`src/rtl/ledmat_pkg.sv`:
```
package ledmat_pkg;

    // Panel geometry
    localparam int panel_width = 16;
    localparam int panel_height = 8;
    localparam int half_height = panel_height / 2; // Rows r and r+4 are driven together
    localparam int fb_depth = panel_width * panel_height;

    // Brightness planes and their display weights
    localparam int plane_bits = 4;
    localparam int oe_base_cycles = 8; // Plane p shows for oe_base_cycles << p

    typedef logic [$clog2(fb_depth)-1:0] fb_addr_t; // row * 16 + column
    typedef logic [15:0] rgb565_t;
    typedef logic [$clog2(plane_bits)-1:0] plane_t;
    typedef logic [$clog2(panel_width)-1:0] col_t;
    typedef logic [$clog2(half_height)-1:0] row_t;

    // MSB of each RGB565 field
    localparam int red_top = 15;
    localparam int green_top = 10;
    localparam int blue_top = 4;

    // Plane p of a channel is bit (top - 3 + p) of its field, so plane 3 is the MSB.
    // Result bit 0 is red, bit 1 green, bit 2 blue.
    function automatic logic [2:0] split_plane(rgb565_t px, plane_t plane);
        logic [3:0] red;
        logic [3:0] green;
        logic [3:0] blue;
        red = px[red_top -: 4];
        green = px[green_top -: 4];
        blue = px[blue_top -: 4];
        return {blue[plane], green[plane], red[plane]};
    endfunction

endpackage

```
`src/rtl/fb_mem_if.sv`:
```
`timescale 1ns/1ps

// One client's four-phase port onto the frame RAM
interface fb_mem_if;
    logic req;
    logic we;
    ledmat_pkg::fb_addr_t addr;
    ledmat_pkg::rgb565_t wdata;
    logic ack;
    ledmat_pkg::rgb565_t rdata; // Valid while ack is high on a read

    modport client (
        output req, we, addr, wdata,
        input ack, rdata
    );

    modport arbiter (
        input req, we, addr, wdata,
        output ack, rdata
    );
endinterface

```
`src/rtl/pixel_req_if.sv`:
```
`timescale 1ns/1ps

interface pixel_req_if;
    logic req;
    ledmat_pkg::col_t col;
    ledmat_pkg::row_t row;     // Row pair, bottom row is row + 4
    ledmat_pkg::plane_t plane;
    logic ack;
    logic [2:0] rgb_top;       // Bit 0 red, bit 1 green, bit 2 blue
    logic [2:0] rgb_bottom;

    modport scan (output req, col, row, plane, input ack, rgb_top, rgb_bottom);
    modport fetch (input req, col, row, plane, output ack, rgb_top, rgb_bottom);
endinterface

```
`src/rtl/frame_ram.sv`:
```
`timescale 1ns/1ps

module frame_ram (
    input  logic                 clk_root,
    input  logic                 en,
    input  logic                 we,
    input  ledmat_pkg::fb_addr_t addr,
    input  ledmat_pkg::rgb565_t  wdata,
    output ledmat_pkg::rgb565_t  rdata
);

    ledmat_pkg::rgb565_t mem [ledmat_pkg::fb_depth];

    // Single port, read data one cycle after the access
    always_ff @(posedge clk_root) begin
        if (en) begin
            if (we) begin
                mem[addr] <= wdata;
            end else begin
                rdata <= mem[addr];
            end
        end
    end

endmodule

```
`src/rtl/fb_arbiter.sv`:
```
`timescale 1ns/1ps

module fb_arbiter (
    input  logic                 clk_root,
    input  logic                 rst,
    fb_mem_if.arbiter            fetch,
    fb_mem_if.arbiter            load,
    output logic                 ram_en,
    output logic                 ram_we,
    output ledmat_pkg::fb_addr_t ram_addr,
    output ledmat_pkg::rgb565_t  ram_wdata,
    input  ledmat_pkg::rgb565_t  ram_rdata
);

    typedef enum logic [1:0] {st_idle, st_access, st_respond, st_release} arb_state_t;

    arb_state_t state;
    logic sel_fetch;            // Owner of the current grant
    logic sel_req;
    logic ack_q;
    ledmat_pkg::rgb565_t rdata_q;

    assign sel_req = sel_fetch ? fetch.req : load.req;

    // RAM is driven by the granted client only during the access cycle
    assign ram_en = (state == st_access);
    assign ram_we = sel_fetch ? fetch.we : load.we;
    assign ram_addr = sel_fetch ? fetch.addr : load.addr;
    assign ram_wdata = sel_fetch ? fetch.wdata : load.wdata;

    assign fetch.ack = ack_q & sel_fetch;
    assign load.ack = ack_q & ~sel_fetch;
    assign fetch.rdata = rdata_q;
    assign load.rdata = rdata_q;

    always_ff @(posedge clk_root) begin
        if (rst) begin
            state <= st_idle;
            sel_fetch <= 1'b0;
            ack_q <= 1'b0;
        end else begin
            case (state)
                st_idle: begin
                    if (fetch.req) begin        // Display timing comes first
                        sel_fetch <= 1'b1;
                        state <= st_access;
                    end else if (load.req) begin
                        sel_fetch <= 1'b0;
                        state <= st_access;
                    end
                end
                st_access: begin
                    if (ram_we) begin
                        ack_q <= 1'b1;          // Write is done at this edge
                        state <= st_release;
                    end else begin
                        state <= st_respond;
                    end
                end
                st_respond: begin
                    ack_q <= 1'b1;
                    state <= st_release;
                end
                default: begin
                    if (!sel_req) begin
                        ack_q <= 1'b0;
                        state <= st_idle;
                    end
                end
            endcase
        end
    end

    always_ff @(posedge clk_root) begin
        if (state == st_respond) begin
            rdata_q <= ram_rdata;
        end
    end

    a_fetch_ack_on_req: assert property (@(posedge clk_root) disable iff (rst)
        $rose(fetch.ack) |-> fetch.req);
    a_load_ack_on_req: assert property (@(posedge clk_root) disable iff (rst)
        $rose(load.ack) |-> load.req);
    a_fetch_addr_hold: assert property (@(posedge clk_root) disable iff (rst)
        fetch.req && !fetch.ack |=> $stable(fetch.addr));
    a_load_addr_hold: assert property (@(posedge clk_root) disable iff (rst)
        load.req && !load.ack |=> $stable(load.addr));

endmodule

```
`src/rtl/pixel_loader.sv`:
```
`timescale 1ns/1ps

module pixel_loader (
    input  logic       clk_root,
    input  logic       rst,
    input  logic       rx_req,
    input  logic       rx_sof,
    input  logic [7:0] rx_data,
    output logic       rx_ack,
    fb_mem_if.client   mem
);

    logic phase_hi;             // Next byte is the high byte
    logic accept;
    logic low_byte;
    ledmat_pkg::fb_addr_t wr_addr;
    ledmat_pkg::rgb565_t pix_q;

    // No new byte while a write is still in flight
    assign accept = rx_req && !rx_ack && !mem.req && !mem.ack;
    assign low_byte = rx_sof || !phase_hi;

    assign mem.we = 1'b1;
    assign mem.addr = wr_addr;
    assign mem.wdata = pix_q;

    always_ff @(posedge clk_root) begin
        if (rst) begin
            rx_ack <= 1'b0;
            phase_hi <= 1'b0;
            wr_addr <= '0;
            mem.req <= 1'b0;
        end else begin
            if (rx_ack && !rx_req) begin
                rx_ack <= 1'b0;
            end
            if (accept) begin
                if (low_byte) begin
                    phase_hi <= 1'b1;
                    rx_ack <= 1'b1;
                    if (rx_sof) begin
                        wr_addr <= '0;  // New frame starts at pixel 0
                    end
                end else begin
                    phase_hi <= 1'b0;
                    mem.req <= 1'b1;    // High byte is acked after the write
                end
            end
            if (mem.req && mem.ack) begin
                mem.req <= 1'b0;
                rx_ack <= 1'b1;
                wr_addr <= wr_addr + 7'd1; // Wraps 127 -> 0
            end
        end
    end

    always_ff @(posedge clk_root) begin
        if (accept) begin
            if (low_byte) begin
                pix_q[7:0] <= rx_data;
            end else begin
                pix_q[15:8] <= rx_data;
            end
        end
    end

    // A new byte is never offered while a RAM write is still outstanding
    a_no_byte_in_write: assert property (@(posedge clk_root) disable iff (rst)
        $rose(rx_req) |-> !mem.req);

endmodule

```
`src/rtl/pixel_fetch.sv`:
```
`timescale 1ns/1ps

module pixel_fetch (
    input logic        clk_root,
    input logic        rst,
    pixel_req_if.fetch pix,
    fb_mem_if.client   mem
);

    typedef enum logic [2:0] {
        st_idle,
        st_rd_top,
        st_gap,
        st_rd_bot,
        st_done
    } fetch_state_t;

    fetch_state_t state;
    logic bottom_sel;
    logic [2:0] top_q;
    logic [2:0] bot_q;

    assign bottom_sel = (state == st_gap) || (state == st_rd_bot);

    // Top pixel at row r, bottom at r + 4
    assign mem.addr = {bottom_sel, pix.row, pix.col};
    assign mem.we = 1'b0;
    assign mem.wdata = '0;

    assign pix.rgb_top = top_q;
    assign pix.rgb_bottom = bot_q;

    always_ff @(posedge clk_root) begin
        if (rst) begin
            state <= st_idle;
            mem.req <= 1'b0;
            pix.ack <= 1'b0;
        end else begin
            case (state)
                st_idle: begin
                    if (pix.req && !pix.ack && !mem.ack) begin
                        mem.req <= 1'b1;
                        state <= st_rd_top;
                    end
                end
                st_rd_top: begin
                    if (mem.ack) begin
                        mem.req <= 1'b0;
                        state <= st_gap;
                    end
                end
                st_gap: begin
                    if (!mem.ack) begin  // Wait for the arbiter to release
                        mem.req <= 1'b1;
                        state <= st_rd_bot;
                    end
                end
                st_rd_bot: begin
                    if (mem.ack) begin
                        mem.req <= 1'b0;
                        pix.ack <= 1'b1;
                        state <= st_done;
                    end
                end
                default: begin
                    if (!pix.req) begin
                        pix.ack <= 1'b0;
                        state <= st_idle;
                    end
                end
            endcase
        end
    end

    always_ff @(posedge clk_root) begin
        if (mem.req && mem.ack) begin
            if (bottom_sel) begin
                bot_q <= ledmat_pkg::split_plane(mem.rdata, pix.plane);
            end else begin
                top_q <= ledmat_pkg::split_plane(mem.rdata, pix.plane);
            end
        end
    end

endmodule

```
`src/rtl/matrix_scan.sv`:
```
`timescale 1ns/1ps

module matrix_scan (
    input  logic             clk_root,
    input  logic             rst,
    pixel_req_if.scan        pix,
    output logic             clk_pixel,
    output logic             row_latch,
    output logic             output_enable,
    output ledmat_pkg::row_t row_addr,
    output logic [2:0]       rgb_top,
    output logic [2:0]       rgb_bottom
);

    typedef enum logic [1:0] {st_shift, st_latch, st_display} scan_state_t;

    scan_state_t state;
    ledmat_pkg::col_t col;
    ledmat_pkg::row_t row;
    ledmat_pkg::plane_t plane;
    logic [6:0] oe_cnt;         // Up to 64 cycles for plane 3
    logic row_full;             // All 16 columns fetched
    logic load_d;               // rgb loaded last cycle
    logic pix_done;

    assign pix.col = col;
    assign pix.row = row;
    assign pix.plane = plane;
    assign pix_done = pix.req && pix.ack;

    always_ff @(posedge clk_root) begin
        if (rst) begin
            state <= st_shift;
            col <= '0;
            row <= '0;
            plane <= '0;
            oe_cnt <= '0;
            row_full <= 1'b0;
            load_d <= 1'b0;
            clk_pixel <= 1'b0;
            row_latch <= 1'b0;
            output_enable <= 1'b0;
            row_addr <= '0;
            pix.req <= 1'b0;
        end else begin
            load_d <= pix_done;
            clk_pixel <= load_d;    // One-cycle pulse after the rgb load
            row_latch <= 1'b0;
            case (state)
                st_shift: begin
                    if (pix_done) begin
                        pix.req <= 1'b0;
                        col <= col + 4'd1;
                        if (col == ledmat_pkg::col_t'(ledmat_pkg::panel_width - 1)) begin
                            row_full <= 1'b1;
                        end
                    end else if (!row_full && !pix.req && !pix.ack) begin
                        pix.req <= 1'b1;    // May overlap the clk_pixel pulse
                    end
                    if (row_full && clk_pixel) begin
                        row_latch <= 1'b1;
                        row_addr <= row;
                        state <= st_latch;
                    end
                end
                st_latch: begin
                    output_enable <= 1'b1;
                    oe_cnt <= 7'((ledmat_pkg::oe_base_cycles << plane) - 1);
                    state <= st_display;
                end
                default: begin
                    if (oe_cnt == '0) begin
                        output_enable <= 1'b0;
                        row_full <= 1'b0;
                        row <= row + 2'd1;
                        // Plane is the outer loop
                        if (row == ledmat_pkg::row_t'(ledmat_pkg::half_height - 1)) begin
                            plane <= plane + 2'd1;
                        end
                        state <= st_shift;
                    end else begin
                        oe_cnt <= oe_cnt - 7'd1;
                    end
                end
            endcase
        end
    end

    always_ff @(posedge clk_root) begin
        if (pix_done) begin
            rgb_top <= pix.rgb_top;
            rgb_bottom <= pix.rgb_bottom;
        end
    end

    a_oe_clk_excl: assert property (@(posedge clk_root) disable iff (rst)
        !(output_enable && clk_pixel));

endmodule

```
`src/rtl/led_matrix_top.sv`:
```
`timescale 1ns/1ps

module led_matrix_top (
    input  logic       clk_root,
    input  logic       rst,
    input  logic       rx_req,
    input  logic       rx_sof,
    input  logic [7:0] rx_data,
    output logic       rx_ack,
    output logic       clk_pixel,
    output logic       row_latch,
    output logic       output_enable_n,
    output logic [1:0] row_addr,
    output logic [2:0] rgb_top,
    output logic [2:0] rgb_bottom
);

    fb_mem_if fetch_mem ();
    fb_mem_if load_mem ();
    pixel_req_if pix_req ();

    logic ram_en;
    logic ram_we;
    ledmat_pkg::fb_addr_t ram_addr;
    ledmat_pkg::rgb565_t ram_wdata;
    ledmat_pkg::rgb565_t ram_rdata;
    logic output_enable;

    frame_ram frame_ram_i (
        .clk_root(clk_root),
        .en(ram_en),
        .we(ram_we),
        .addr(ram_addr),
        .wdata(ram_wdata),
        .rdata(ram_rdata)
    );

    fb_arbiter fb_arbiter_i (
        .clk_root(clk_root),
        .rst(rst),
        .fetch(fetch_mem.arbiter),
        .load(load_mem.arbiter),
        .ram_en(ram_en),
        .ram_we(ram_we),
        .ram_addr(ram_addr),
        .ram_wdata(ram_wdata),
        .ram_rdata(ram_rdata)
    );

    pixel_loader pixel_loader_i (
        .clk_root(clk_root),
        .rst(rst),
        .rx_req(rx_req),
        .rx_sof(rx_sof),
        .rx_data(rx_data),
        .rx_ack(rx_ack),
        .mem(load_mem.client)
    );

    pixel_fetch pixel_fetch_i (
        .clk_root(clk_root),
        .rst(rst),
        .pix(pix_req.fetch),
        .mem(fetch_mem.client)
    );

    matrix_scan matrix_scan_i (
        .clk_root(clk_root),
        .rst(rst),
        .pix(pix_req.scan),
        .clk_pixel(clk_pixel),
        .row_latch(row_latch),
        .output_enable(output_enable),
        .row_addr(row_addr),
        .rgb_top(rgb_top),
        .rgb_bottom(rgb_bottom)
    );

    assign output_enable_n = ~output_enable; // Panel OE pin is active low

endmodule

```
`config.mk`:
```
export PLATFORM = sky130hd
export DESIGN_NAME = led_matrix_top
export DESIGN_NICKNAME = d
export VERILOG_FILES = /design/src/rtl/ledmat_pkg.sv /design/src/rtl/fb_mem_if.sv /design/src/rtl/pixel_req_if.sv /design/src/rtl/frame_ram.sv /design/src/rtl/fb_arbiter.sv /design/src/rtl/pixel_loader.sv /design/src/rtl/pixel_fetch.sv /design/src/rtl/matrix_scan.sv /design/src/rtl/led_matrix_top.sv
export SDC_FILE = /design/constraint.sdc
export NUM_CORES = 1
export LEC_CHECK = 0
export ABC_CLOCK_PERIOD_IN_PS = 8140
export BUFFER_PORTS_ARGS = -buffer_cell sky130_fd_sc_hd__buf_4
export CORE_ASPECT_RATIO = 0.9
export CORE_MARGIN = 8
export CORE_UTILIZATION = 30
export CTS_CLUSTER_SIZE = 16
export DETAILED_ROUTE_END_ITERATION = 16
export HOLD_SLACK_MARGIN = 0.03
export REMOVE_ABC_BUFFERS = 1
export SETUP_SLACK_MARGIN = 0.02
export SKIP_LAST_GASP = 1
export SLEW_MARGIN = 40
export SYNTH_ARGS = -nofsm -noshare
export SYNTH_HDL_FRONTEND = slang
export SYNTH_SLANG_ARGS = --single-unit
```
`constraint.sdc`:
```
create_clock -name clk_root -period 8.14 [get_ports clk_root]
set_input_delay 1.221 -clock clk_root [delete_from_list [all_inputs] [get_ports clk_root]]
set_output_delay 1.221 -clock clk_root [all_outputs]
set_load 0.05 [all_outputs]
```
### Word level (Yosys, flattened, before mapping)

Memory sizes are Yosys's and may differ from the RTL's. A register that Yosys moved wholly into a read port is not among the register bits.
Cells that the tools add are included.
Widths: inputs -> output; s select.

* flip-flop bits (word level): 88
* bits in latches: 0
* RAM bits: 2048
* memory bits (read-only): 0
* input port bits: 12
* output and inout bits: 12
* logic and storage cells: 191
* memories: 1

* $add $sub $neg: 6
* multipliers: 0
* divide/modulo/power cells: 0
* magnitude comparators: 1
* equality and inequality tests: 23
* shift-type cells: 1
* mux-type cells: 57
* bitwise gates (word level): 11
* reduce and logical (&&, ||, !) cells: 62

Memory list
* frame_ram_i.mem: words 128, bits a word 16, read ports 1, clocked after memory_dff 1, write ports 1, line frame_ram.sv:12 `ledmat_pkg::rgb565_t mem [ledmat_pkg::fb_depth];`

Operator list (count)
* $mux 7: 6
* $mux 1: 28
* $reduce_and 2->1: 14
* $mux 16: 1
* $mux 3: 5
* $ne 2x1->1 const B: 7
* $pmux 7 s2: 1
* $reduce_bool 2->1: 7
* $logic_and 1x1->1: 12
* $pmux 3 s4: 1
* $reduce_and 3->1: 4
* $mux 2: 5
* $logic_not 1->1: 9
* $not 1->1: 9
* $ne 2x2->1 const B: 4
* $reduce_and 4->1: 2
* $reduce_or 2->1: 4
* $add 7x1->7 const B: 1
* $logic_not 7->1: 1
* $shl 4x2->7 const A: 1
* $sub 7x1->7 const B: 1
* $sub 7x2->7 const B: 1
* $bmux 1 s2: 3
* $eq 3x2->1 const B: 2
* 22 further kinds: 32

### Longest topological paths before layout

Gate-level depths: netlist of the first run.

* word-level depth: 6
* depth in mapped cells: 10
* depth with buffers taken out: 7

### Modules after synthesis

A second synthesis of the first run with hierarchy kept.

* cell total of the unflattened synthesis: 5135
* area total of the unflattened synthesis: 84793.8 µm²

By module, submodules not included
* frame_ram: instances 1, cells each 4771, area an instance 80624.8 µm², seq. area each 61979.4 µm²
* matrix_scan: instances 1, cells each 131, area an instance 1320.0 µm², seq. area each 680.7 µm²
* fb_arbiter: instances 1, cells each 91, area an instance 1194.9 µm², seq. area each 560.5 µm²
* pixel_loader: instances 1, cells each 75, area an instance 974.7 µm², seq. area each 680.7 µm²
* pixel_fetch: instances 1, cells each 66, area an instance 675.6 µm², seq. area each 280.3 µm²
* led_matrix_top: instances 1, cells each 1, area an instance 3.8 µm², seq. area each 0.0 µm²

### Least setup slack after synthesis of the first run

OpenSTA, ideal clock, no wires.

* kind: reg2reg
* start point: register fb_arbiter_i.sel_fetch
* end point: memory frame_ram_i.mem[0][10] (netlist name), data pin
* setup time: 832 ps
* arrival time: 4421 ps
* required time: 7308 ps
* path slack: 2886 ps
* stages on the path, launching flop included: 7
* buffers on the path: 5
* period minus slack after synthesis: 5254 ps
* cell sequence: dfxtp_1 -> buf_2 -> buf_2 -> clkbuf_1 -> clkbuf_1 -> clkbuf_1 -> nor2b_1

* cells in the longest elaborated chain, start to end: 1

RTL lines
* start: declaration: line fb_arbiter.sv:18 `logic sel_fetch;`
* start signal: assignment: line fb_arbiter.sv:39 `sel_fetch <= 1'b0;`
* start signal: assignment: line fb_arbiter.sv:45 `sel_fetch <= 1'b1;`
* start signal: assignment: line fb_arbiter.sv:48 `sel_fetch <= 1'b0;`
* $mux 16: line fb_arbiter.sv:29 `assign ram_wdata = sel_fetch ? fetch.wdata : load.wdata;`
* named net fb_arbiter_i.ram_wdata[10]: line fb_arbiter.sv:11 `output ledmat_pkg::rgb565_t ram_wdata,`
* end: declaration: line frame_ram.sv:12

The timed path passes the listed nets, and every way through them passes these cells.

### Final worst setup path of the first run

* start point: register fb_arbiter_i.sel_fetch
* end point: register frame_ram_i.rdata[10], read port of frame_ram_i.mem, data pin

* cells in the longest elaborated chain, start to end: 1
* elaborated cells on any way between the ends: 2
* classes of those cells: 1 x mux; 1 x reduce/logical

RTL lines
* $mux 7 or $reduce_and 2->1 (tied branches)
* end: declaration: line frame_ram.sv:9 `output ledmat_pkg::rgb565_t rdata`

Several ways; a longest one is shown, not always the timed one.
A chain may end at the register's enable or synchronous reset.

==> results of run 1 <==
metal layers:
layer,vias up,wire length (um)
met3,240,16000
met1,17700,72600
met5,-,0
met2,1739,75000
met4,0,3940
li1,14300,-
synthesized netlist by cell type (all sizes together) (5+ instances only):
cell type  number
a31oi           8
clkbuf         95
buf           133
inv            14
dfxtp          44
ha             12
nand2          38
o22ai          35
a22oi         732
edfxtp       1584
a41oi         182
nand2b          8
nor3           12
a211oi          6
nor2          180
mux2i          45
a21oi          22
xnor2           5
nor4           27
mux2            5
xor2            6
o21ai          18
or4            23
a221oi         11
or2            11
nand3          10
nor2b          22
power by group through the flow:
stage / logic, mW / registers, mW / clock network (mW)
final: 1.32 / 9.65 / 7.09
after global routing: 1.38 / 9.66 / 7.49
after CTS: 1.31 / 9.65 / 7.19
after detailed placement: 1.31 / 9.83 / 0
after global placement: 1.27 / 9.83 / 0
after floorplan: 0.596 / 9.89 / 0
per-stage QoR:
stage	worst slack (ns)	TNS [ns]	hold slack [ns]
3_5_place_dp	3.36	0	0.405
5_1_grt	2.94	0	0.427
3_3_place_gp	3.26	0	0.408
2_1_floorplan	-3.58	-2815.51	0.400
6_report	3.13	0	0.419
4_1_cts	3.27	0	0.419
critical path, cell delays in order, from the launching register on:
cell and delay (ns):
sky130_fd_sc_hd__dfxtp_2 0.69, sky130_fd_sc_hd__buf_4 0.53, sky130_fd_sc_hd__nand2b_1 0.37, sky130_fd_sc_hd__o22ai_4 0.26, sky130_fd_sc_hd__buf_12 0.46, sky130_fd_sc_hd__buf_4 0.62, sky130_fd_sc_hd__a22oi_1 0.21, sky130_fd_sc_hd__a41oi_1 0.57
sky130_fd_sc_hd__or4_1 0.33, sky130_fd_sc_hd__o22ai_1 0.17, sky130_fd_sc_hd__a221oi_1 0.25
area by class of cell:
cell class                 count  area, um2  area share
multi-input combinational   1454      10800       0.156
sequential                  1628      48400       0.699
clock buffer                 188       4170      0.0602
tap                         2669       3340      0.0482
clock inverter                95        776      0.0112
inverter                      14       52.6    0.000758
timing repair buffer         216       1730      0.0250
state kept, by name, summed over array words and instances (netlist names), 3 cells and up:
name and flops:
matrix_scan_i.pix.col 4, frame_ram_i.mem 1536, pixel_loader_i.mem.addr 7, frame_ram_i.rdata 12, matrix_scan_i.rgb_top 3, matrix_scan_i.rgb_bottom 3, pixel_fetch_i.state 3, pixel_fetch_i.pix.rgb_top 3
pixel_loader_i.mem.wdata 12, matrix_scan_i.oe_cnt 7, fb_arbiter_i.fetch.rdata 12, pixel_fetch_i.pix.rgb_bottom 3
cell families (layout without fill, tap and decap cells):
family / after synthesis / after routing
mux: 53 / 53
buf+inv: 242 / 513
compound gates: 1031 / 1031
flops: 1628 / 1628
simple gates: 347 / 347
fa+ha+maj: 12 / 12
xor+xnor: 11 / 11
worst max-delay path by stage:
stage	start	endpoint	slack, ns	depth (start not counted)
floorplan	fb_arbiter_i.sel_fetch	frame_ram_i.mem[114][10]	-3.58	4
global placement	fb_arbiter_i.sel_fetch	frame_ram_i.rdata[10]	3.26	10
detailed placement	fb_arbiter_i.sel_fetch	frame_ram_i.rdata[3]	3.36	10
CTS	fb_arbiter_i.sel_fetch	frame_ram_i.rdata[3]	3.27	10
global route	fb_arbiter_i.sel_fetch	frame_ram_i.rdata[10]	2.94	10
finish	fb_arbiter_i.sel_fetch	frame_ram_i.rdata[10]	3.13	10
==> results.md, run 1 <==
### Timing
* **final setup violation count** 0
* **RSZ-0062 raised after global routing** false
* **setup clock skew after layout** 0.0302 ns
* **hold violation count in the final report** 0
* **final critical path time including I/O delays and setup** 5.01 ns
* **Final Cycle Share** 0.615
* **max-slew violations** 0
* **worst slew slack as a fraction of its limit** 0.353
* **Worst Tran Pin Value** 0.971 ns
* **fmax** 200 MHz

### Global route
* **met1 layer usage reported by global route** 0.222
* **number of antenna violations at the first check in global routing** 5
* **total grt overflow** 0
* **first-pass GRT wire length** 239000 um
* **peak-usage layer in the global routing report** met2
* **global-route track usage on met3** 0.0272
* **pin count of the biggest net entering global routing** 123
* **global routing usage summed across all routing layers** 0.150
* **number of global-route vias before repair** 32200
* **grt met2 use** 0.228

### Place
* **Post-DP Area** 64300 um2
* **# port buffers** 23
* **detailed placer's ending HPWL** 94700 um
* **final weighted congestion in routability-driven placement** 0.798
* **instance count after placement with tap cells included** 5981

### Run
* **max-cap violation count** 0

### Synth
* **number of instances in the synthesized netlist** 3324
* **top_reg_cell synth** sky130_fd_sc_hd__edfxtp_1
* **#FFs+latches synth** 1628
* **mux share of post-synthesis cell area** 0.00959
* **Synth area leaders** sky130_fd_sc_hd__edfxtp_1 79%, sky130_fd_sc_hd__a22oi_1 9.2%, sky130_fd_sc_hd__a41oi_1 2.7%
* **combined area of all synthesized cells** 59900 um2
* **Synth Area per Inst** 18.0 um2
* **number of enable-type register cells in the synthesized netlist** 1584
* **share of flip-flops with an asynchronous set or reset after synthesis** 0
* **area fraction in and, or, nand and nor cells after synthesis** 0.0274
* **fraction of post-synthesis cell area in the top cell type by area** 0.794
* **Ys Warns** 0
* **area share of fa/ha/maj cells after synthesis** 0.00251
* **post-synthesis cell type count** 54
* **fraction of the mapped netlist area in compound gates** 0.132
* **xor/xnor share of the synthesized area** 0.00161
* **combinational family with the most area after synthesis** compound AO/OA/AOI/OAI gates
* **leading area contributor after synthesis** sky130_fd_sc_hd__edfxtp_1
* **sequential share of the synthesized area** 0.809

### Worst setup path
* **endpoint kind of the worst setup timing path** flop
* **Max FO, Critical Path** 119
* **Critical Path AT** 5.60 ns
* **setup slack on the worst flop-to-flop path** 3.13 ns
* **RR Endpoint** frame_ram_i.rdata[10]
* **nature of the critical path startpoint** flop
* **reg2reg start** fb_arbiter_i.sel_fetch
* **required arrival time at the worst endpoint** 8.73 ns
* **logic depth of the worst register-to-register path** 10
* **Crit Path Category** reg2reg

### Pwr
* **Clock Power Share** 0.393
* **part of the power in combinational logic** 0.073
* **total leakage power** 20.6 nW
* **Power Internal** 13.8 mW
* **switching power share of the total** 0.234
* **Max VDD drop** 0.239 mV
* **overall power consumption** 18.1 mW
* **switching power of the nets** 4.23 mW
* **part of the total power dissipated in sequential elements** 0.534
* **Power Density** 261 nW/um2

### CTS
* **count of hold buffers inserted by post-cts repair** 0
* **H-tree depth** 4
* **latest clock arrival within the worst-skew pair** 0.79 ns
* **TritonCTS clock tree** done
* **root cell of the clock tree** sky130_fd_sc_hd__clkbuf_16
* **buffers inserted by post-CTS timing repair** 0
* **maximum number of buffers from clock root to sink** 3
* **register clock-pin slew on the reported worst setup and hold paths** 0.06 ns
* **number of gates resized after cts** 0
* **CTS Buf Count** 158
* **number of clock sinks** 1628

### Finish
* **share of post-route cells with drive strength above 1** 0.144
* **fill cell total of the finished layout** 18400
* **filler-free cell count of the finished design** 6264
* **summed area of non-filler cells in the final layout** 69300 um2
* **highest-count cells in the layout ignoring fill and taps** 1584 x sky130_fd_sc_hd__edfxtp_1, 731 x sky130_fd_sc_hd__a22oi_1, 201 x sky130_fd_sc_hd__buf_4, 182 x sky130_fd_sc_hd__a41oi_1, 166 x sky130_fd_sc_hd__nor2_1
* **number of nets in the layout** 3496
* **utilization after layout** 0.349
* **antenna diode instance count** 0
* **most common cell after layout, fill and taps aside** sky130_fd_sc_hd__edfxtp_1
* **Area growth, synth to finish** 15.7%

### Floorplanning
* **die footprint** 214000 um2
* **Die Wd** 487 um
* **I/O Pins** 24
* **core footprint** 198000 um2
* **number of core rows** 155
* **Die H** 440 um
* **Initial Utilization** 0.302

### Route
* **detailed router's first-iteration violation count** 4809
* **via total after detailed routing** 34000
* **number of remaining DRC errors** 0
* **vias per cell** 5.42
* **average wire per standard cell** 26.7 um
* **number of nets with antenna violations after detailed routing** 0
* **detailed-route wire length** 168000 um
* **router iterations before antenna repair** 5

### Min path
* **Min-Delay Endpoint** matrix_scan_i.rgb_top[2]
* **Min-Delay Path Depth** 0
* **class of the tightest hold or removal check** reg2reg
* **startpoint of the worst hold path** pixel_fetch_i.pix.rgb_top[2]

### Status
* **outcome** finished, final reports clean

No activity file was read; power rests on OpenSTA's default activity.
==> run 2, diff against run 1 <==
--- a/config.mk
+++ b/config.mk
@@ -5,7 +5,8 @@
 export SDC_FILE = /design/constraint.sdc
 export NUM_CORES = 1
 export LEC_CHECK = 0
-export ABC_CLOCK_PERIOD_IN_PS = 8140
+export ABC_AREA = 1
+export ABC_CLOCK_PERIOD_IN_PS = 4030
 export BUFFER_PORTS_ARGS = -buffer_cell sky130_fd_sc_hd__buf_4
 export CORE_ASPECT_RATIO = 0.9
 export CORE_MARGIN = 8
==> constraint.sdc (replaced) <==
create_clock -name clk_root -period 4.03 [get_ports clk_root]
set_input_delay 0.6045 -clock clk_root [delete_from_list [all_inputs] [get_ports clk_root]]
set_output_delay 0.6045 -clock clk_root [all_outputs]
set_load 0.05 [all_outputs]
==> run 2 against run 1 <==
Net effect:
- total power grew 140%
- final cell count is 64% higher
- clock power up 120%
- via count increased by 40%
- critical endpoint is now frame_ram_i.rdata[14]
==> results.md, run 2 <==
### Status
* **outcome** finished, final reports clean

### Place
* **final weighted congestion in routability-driven placement** 0.880
* **instance count after placement with tap cells included** 9919
* **# port buffers** 23
* **Post-DP Area** 74400 um2
* **detailed placer's ending HPWL** 115000 um

### Synth
* **Synth area leaders** sky130_fd_sc_hd__edfxtp_1 69%, sky130_fd_sc_hd__nand2_1 23%, sky130_fd_sc_hd__nor2_1 1.7%
* **sequential share of the synthesized area** 0.702
* **commonest cells in the netlist** 4295 x sky130_fd_sc_hd__nand2_1, 1584 x sky130_fd_sc_hd__edfxtp_1, 321 x sky130_fd_sc_hd__nor2_1, 226 x sky130_fd_sc_hd__buf_2, 135 x sky130_fd_sc_hd__inv_1
* **top_reg_cell synth** sky130_fd_sc_hd__edfxtp_1
* **combined area of all synthesized cells** 69000 um2
* **most frequent cell after synthesis** sky130_fd_sc_hd__nand2_1
* **Synth Area per Inst** 10.0 um2
* **share of flip-flops with an asynchronous set or reset after synthesis** 0
* **Ys Warns** 0
* **post-synthesis cell type count** 33
* **#FFs+latches synth** 1628
* **leading area contributor after synthesis** sky130_fd_sc_hd__edfxtp_1
* **fraction of post-synthesis cell area in the top cell type by area** 0.689
* **number of enable-type register cells in the synthesized netlist** 1584
* **number of instances in the synthesized netlist** 6897

### Finish
* **number of nets in the layout** 7083
* **Storage cell area** 48400 um2
* **summed area of non-filler cells in the final layout** 80000 um2
* **most common cell after layout, fill and taps aside** sky130_fd_sc_hd__nand2_1
* **most flop-heavy register** frame_ram_i.mem
* **highest-count cells in the layout ignoring fill and taps** 4293 x sky130_fd_sc_hd__nand2_1, 1584 x sky130_fd_sc_hd__edfxtp_1, 305 x sky130_fd_sc_hd__nor2_1, 257 x sky130_fd_sc_hd__buf_4, 175 x sky130_fd_sc_hd__clkbuf_16
* **flip-flop count of the largest register after layout** 1536
* **fill cell total of the finished layout** 22700
* **share of post-route cells with drive strength above 1** 0.0822
* **filler-free cell count of the finished design** 10200
* **utilization after layout** 0.349
* **footprint of the multi-input gates** 18700 um2
* **Area growth, synth to finish** 15.8%

### Worst setup path
* **CP max stage delay** 0.50 ns
* **Most Frequent Cell on Critical Path** sky130_fd_sc_hd__nand2_1
* **nature of the critical path startpoint** flop
* **Critical Path AT** 3.89 ns
* **required arrival time at the worst endpoint** 4.57 ns
* **Critical Path, Cell by Cell** nand2_2 -> nand2_8 -> buf_12 -> buf_4 -> nand2_1 -> nand3_1 -> nand2_1 -> nor2_1 -> nor2_1 -> nor2_1 -> nand2_1 -> nand2_1 -> nand4_1
* **buffering stage count on the worst path with inverters included** 2
* **Max FO, Critical Path** 88
* **Crit Path Category** reg2reg
* **endpoint kind of the worst setup timing path** flop
* **top cell family by delay on the critical path** simple AND/OR/NAND/NOR gates
* **Max stage delay cell, worst path** sky130_fd_sc_hd__nand2_8

### CTS
* **number of gates resized after cts** 0
* **register clock-pin slew on the reported worst setup and hold paths** 0.06 ns
* **CTS Buf Count** 169
* **maximum number of buffers from clock root to sink** 3
* **number of clock sinks** 1628
* **root cell of the clock tree** sky130_fd_sc_hd__clkbuf_16
* **latest clock arrival within the worst-skew pair** 0.80 ns
* **count of hold buffers inserted by post-cts repair** 8
* **buffers inserted by post-CTS timing repair** 0
* **H-tree depth** 4
* **TritonCTS clock tree** done

### Min path
* **class of the tightest hold or removal check** in2reg

### Timing
* **RSZ-0062 raised after global routing** false
* **final setup violation count** 0
* **worst slew slack as a fraction of its limit** 0.440
* **max-slew violations** 0
* **hold violation count in the final report** 0
* **Worst Tran Pin Value** 0.840 ns
* **setup clock skew after layout** 0.0304 ns
* **setup_tns** 0 ns
* **fmax** 299 MHz
* **Final Cycle Share** 0.831
* **final critical path time including I/O delays and setup** 3.35 ns

### Route
* **via total after detailed routing** 47600
* **detailed-route wire length** 195000 um
* **detailed router's first-iteration violation count** 5255
* **average wire per standard cell** 19.0 um
* **number of nets with antenna violations after detailed routing** 0
* **vias per cell** 4.65
* **router iterations before antenna repair** 6
* **number of remaining DRC errors** 0

### Global route
* **total grt overflow** 0
* **number of global-route vias before repair** 45000
* **number of antenna violations at the first check in global routing** 7
* **first-pass GRT wire length** 290000 um
* **global routing usage summed across all routing layers** 0.153
* **pin count of the biggest net entering global routing** 135

### Pwr
* **overall power consumption** 42.7 mW
* **total leakage power** 32.4 nW
* **Power Density** 534 nW/um2
* **Max VDD drop** 0.309 mV

### Floorplanning
* **Initial Utilization** 0.301
* **number of core rows** 167
* **die footprint** 246000 um2
* **I/O Pins** 24
* **Die H** 471 um
* **core footprint** 229000 um2
* **Die Wd** 522 um

### Run
* **max-cap violation count** 0

run 2: cell types whose count changed in the layout (fill, tap and decap cells not counted), moves of 49 or more:
| cell | previous run | this run |
|---|---|---|
| sky130_fd_sc_hd__nand2_1 | 38 | 4293 |
| sky130_fd_sc_hd__a22oi_1 | 731 | 0 |
| sky130_fd_sc_hd__a41oi_1 | 182 | 0 |
| sky130_fd_sc_hd__nor2_1 | 166 | 305 |
| sky130_fd_sc_hd__inv_1 | 14 | 135 |
| sky130_fd_sc_hd__buf_4 | 201 | 257 |
| sky130_fd_sc_hd__nand3_1 | 10 | 59 |
run 2: kinds of logic (layout without fill, tap and decap cells):
family / Yosys count / count (layout) / synth area share
buffers and inverters: 466 / 768 / 0.0313
xor gates and xnor gates: 4 / 4 / 0.000508
AOI/OAI and AO/OA: 86 / 86 / 0.00672
other: 0 / 2 / 0
adders and majority gates: 12 / 12 / 0.00217
DFF: 1628 / 1628 / 0.702
and+or+nand+nor: 4701 / 4701 / 0.258
run 2: per-layer routing:
layer | wire (um) | vias up | part of all wire | GRT usage
li1 | - | 22600 | - | -
met2 | 86400 | 1776 | 0.44 | 0.236
met3 | 15800 | 282 | 0.081 | 0.0240
met5 | 0 | - | 0 | 0
met4 | 4660 | 0 | 0.024 | 0.0412
met1 | 88000 | 22900 | 0.45 | 0.225
run 2: final timing paths:
kind              depth (start not counted)  slack, ns                    from                       to
setup / recovery                         13       0.68  fb_arbiter_i.sel_fetch    frame_ram_i.rdata[14]
hold / removal                            3       0.12                  rx_req    pixel_loader_i.rx_ack
setup reg to reg                         13       0.68  fb_arbiter_i.sel_fetch    frame_ram_i.rdata[14]
hold reg to reg                           2       0.41    matrix_scan_i.load_d  matrix_scan_i.clk_pixel
run 2: final cells by class:
| type | count | share of cell area |
|---|---|---|
| antenna | 2 | 0.0000626 |
| clock buffer | 212 | 0.0566 |
| clock inverter | 99 | 0.0112 |
| inverter | 137 | 0.00643 |
| multi-input combinational | 4803 | 0.233 |
| sequential | 1628 | 0.606 |
| tap | 3042 | 0.0476 |
| timing repair buffer | 320 | 0.0392 |
run 2: worst min-delay path, cell delays in order:
cell and delay, ns:
sky130_fd_sc_hd__buf_4 0.10, sky130_fd_sc_hd__a21oi_1 0.06, sky130_fd_sc_hd__a21oi_1 0.12
run 2: per-stage QoR:
step	setup WS (ns)	hold slack, ns
after CTS	0.657	0.0713
after global routing	0.505	0.147
after global placement	0.681	0.398
after floorplan	-7.03	0.388
after detailed placement	0.663	0.404
final	0.682	0.120
run 2: power by group:
group / total [mW] / switching [mW] / internal [mW] / leakage (nW)
Sequential: 19.6 / 0.0610 / 19.5 / 14.6
Combinational: 7.56 / 5.73 / 1.83 / 15.1
Clock: 15.5 / 6.60 / 8.92 / 2.67
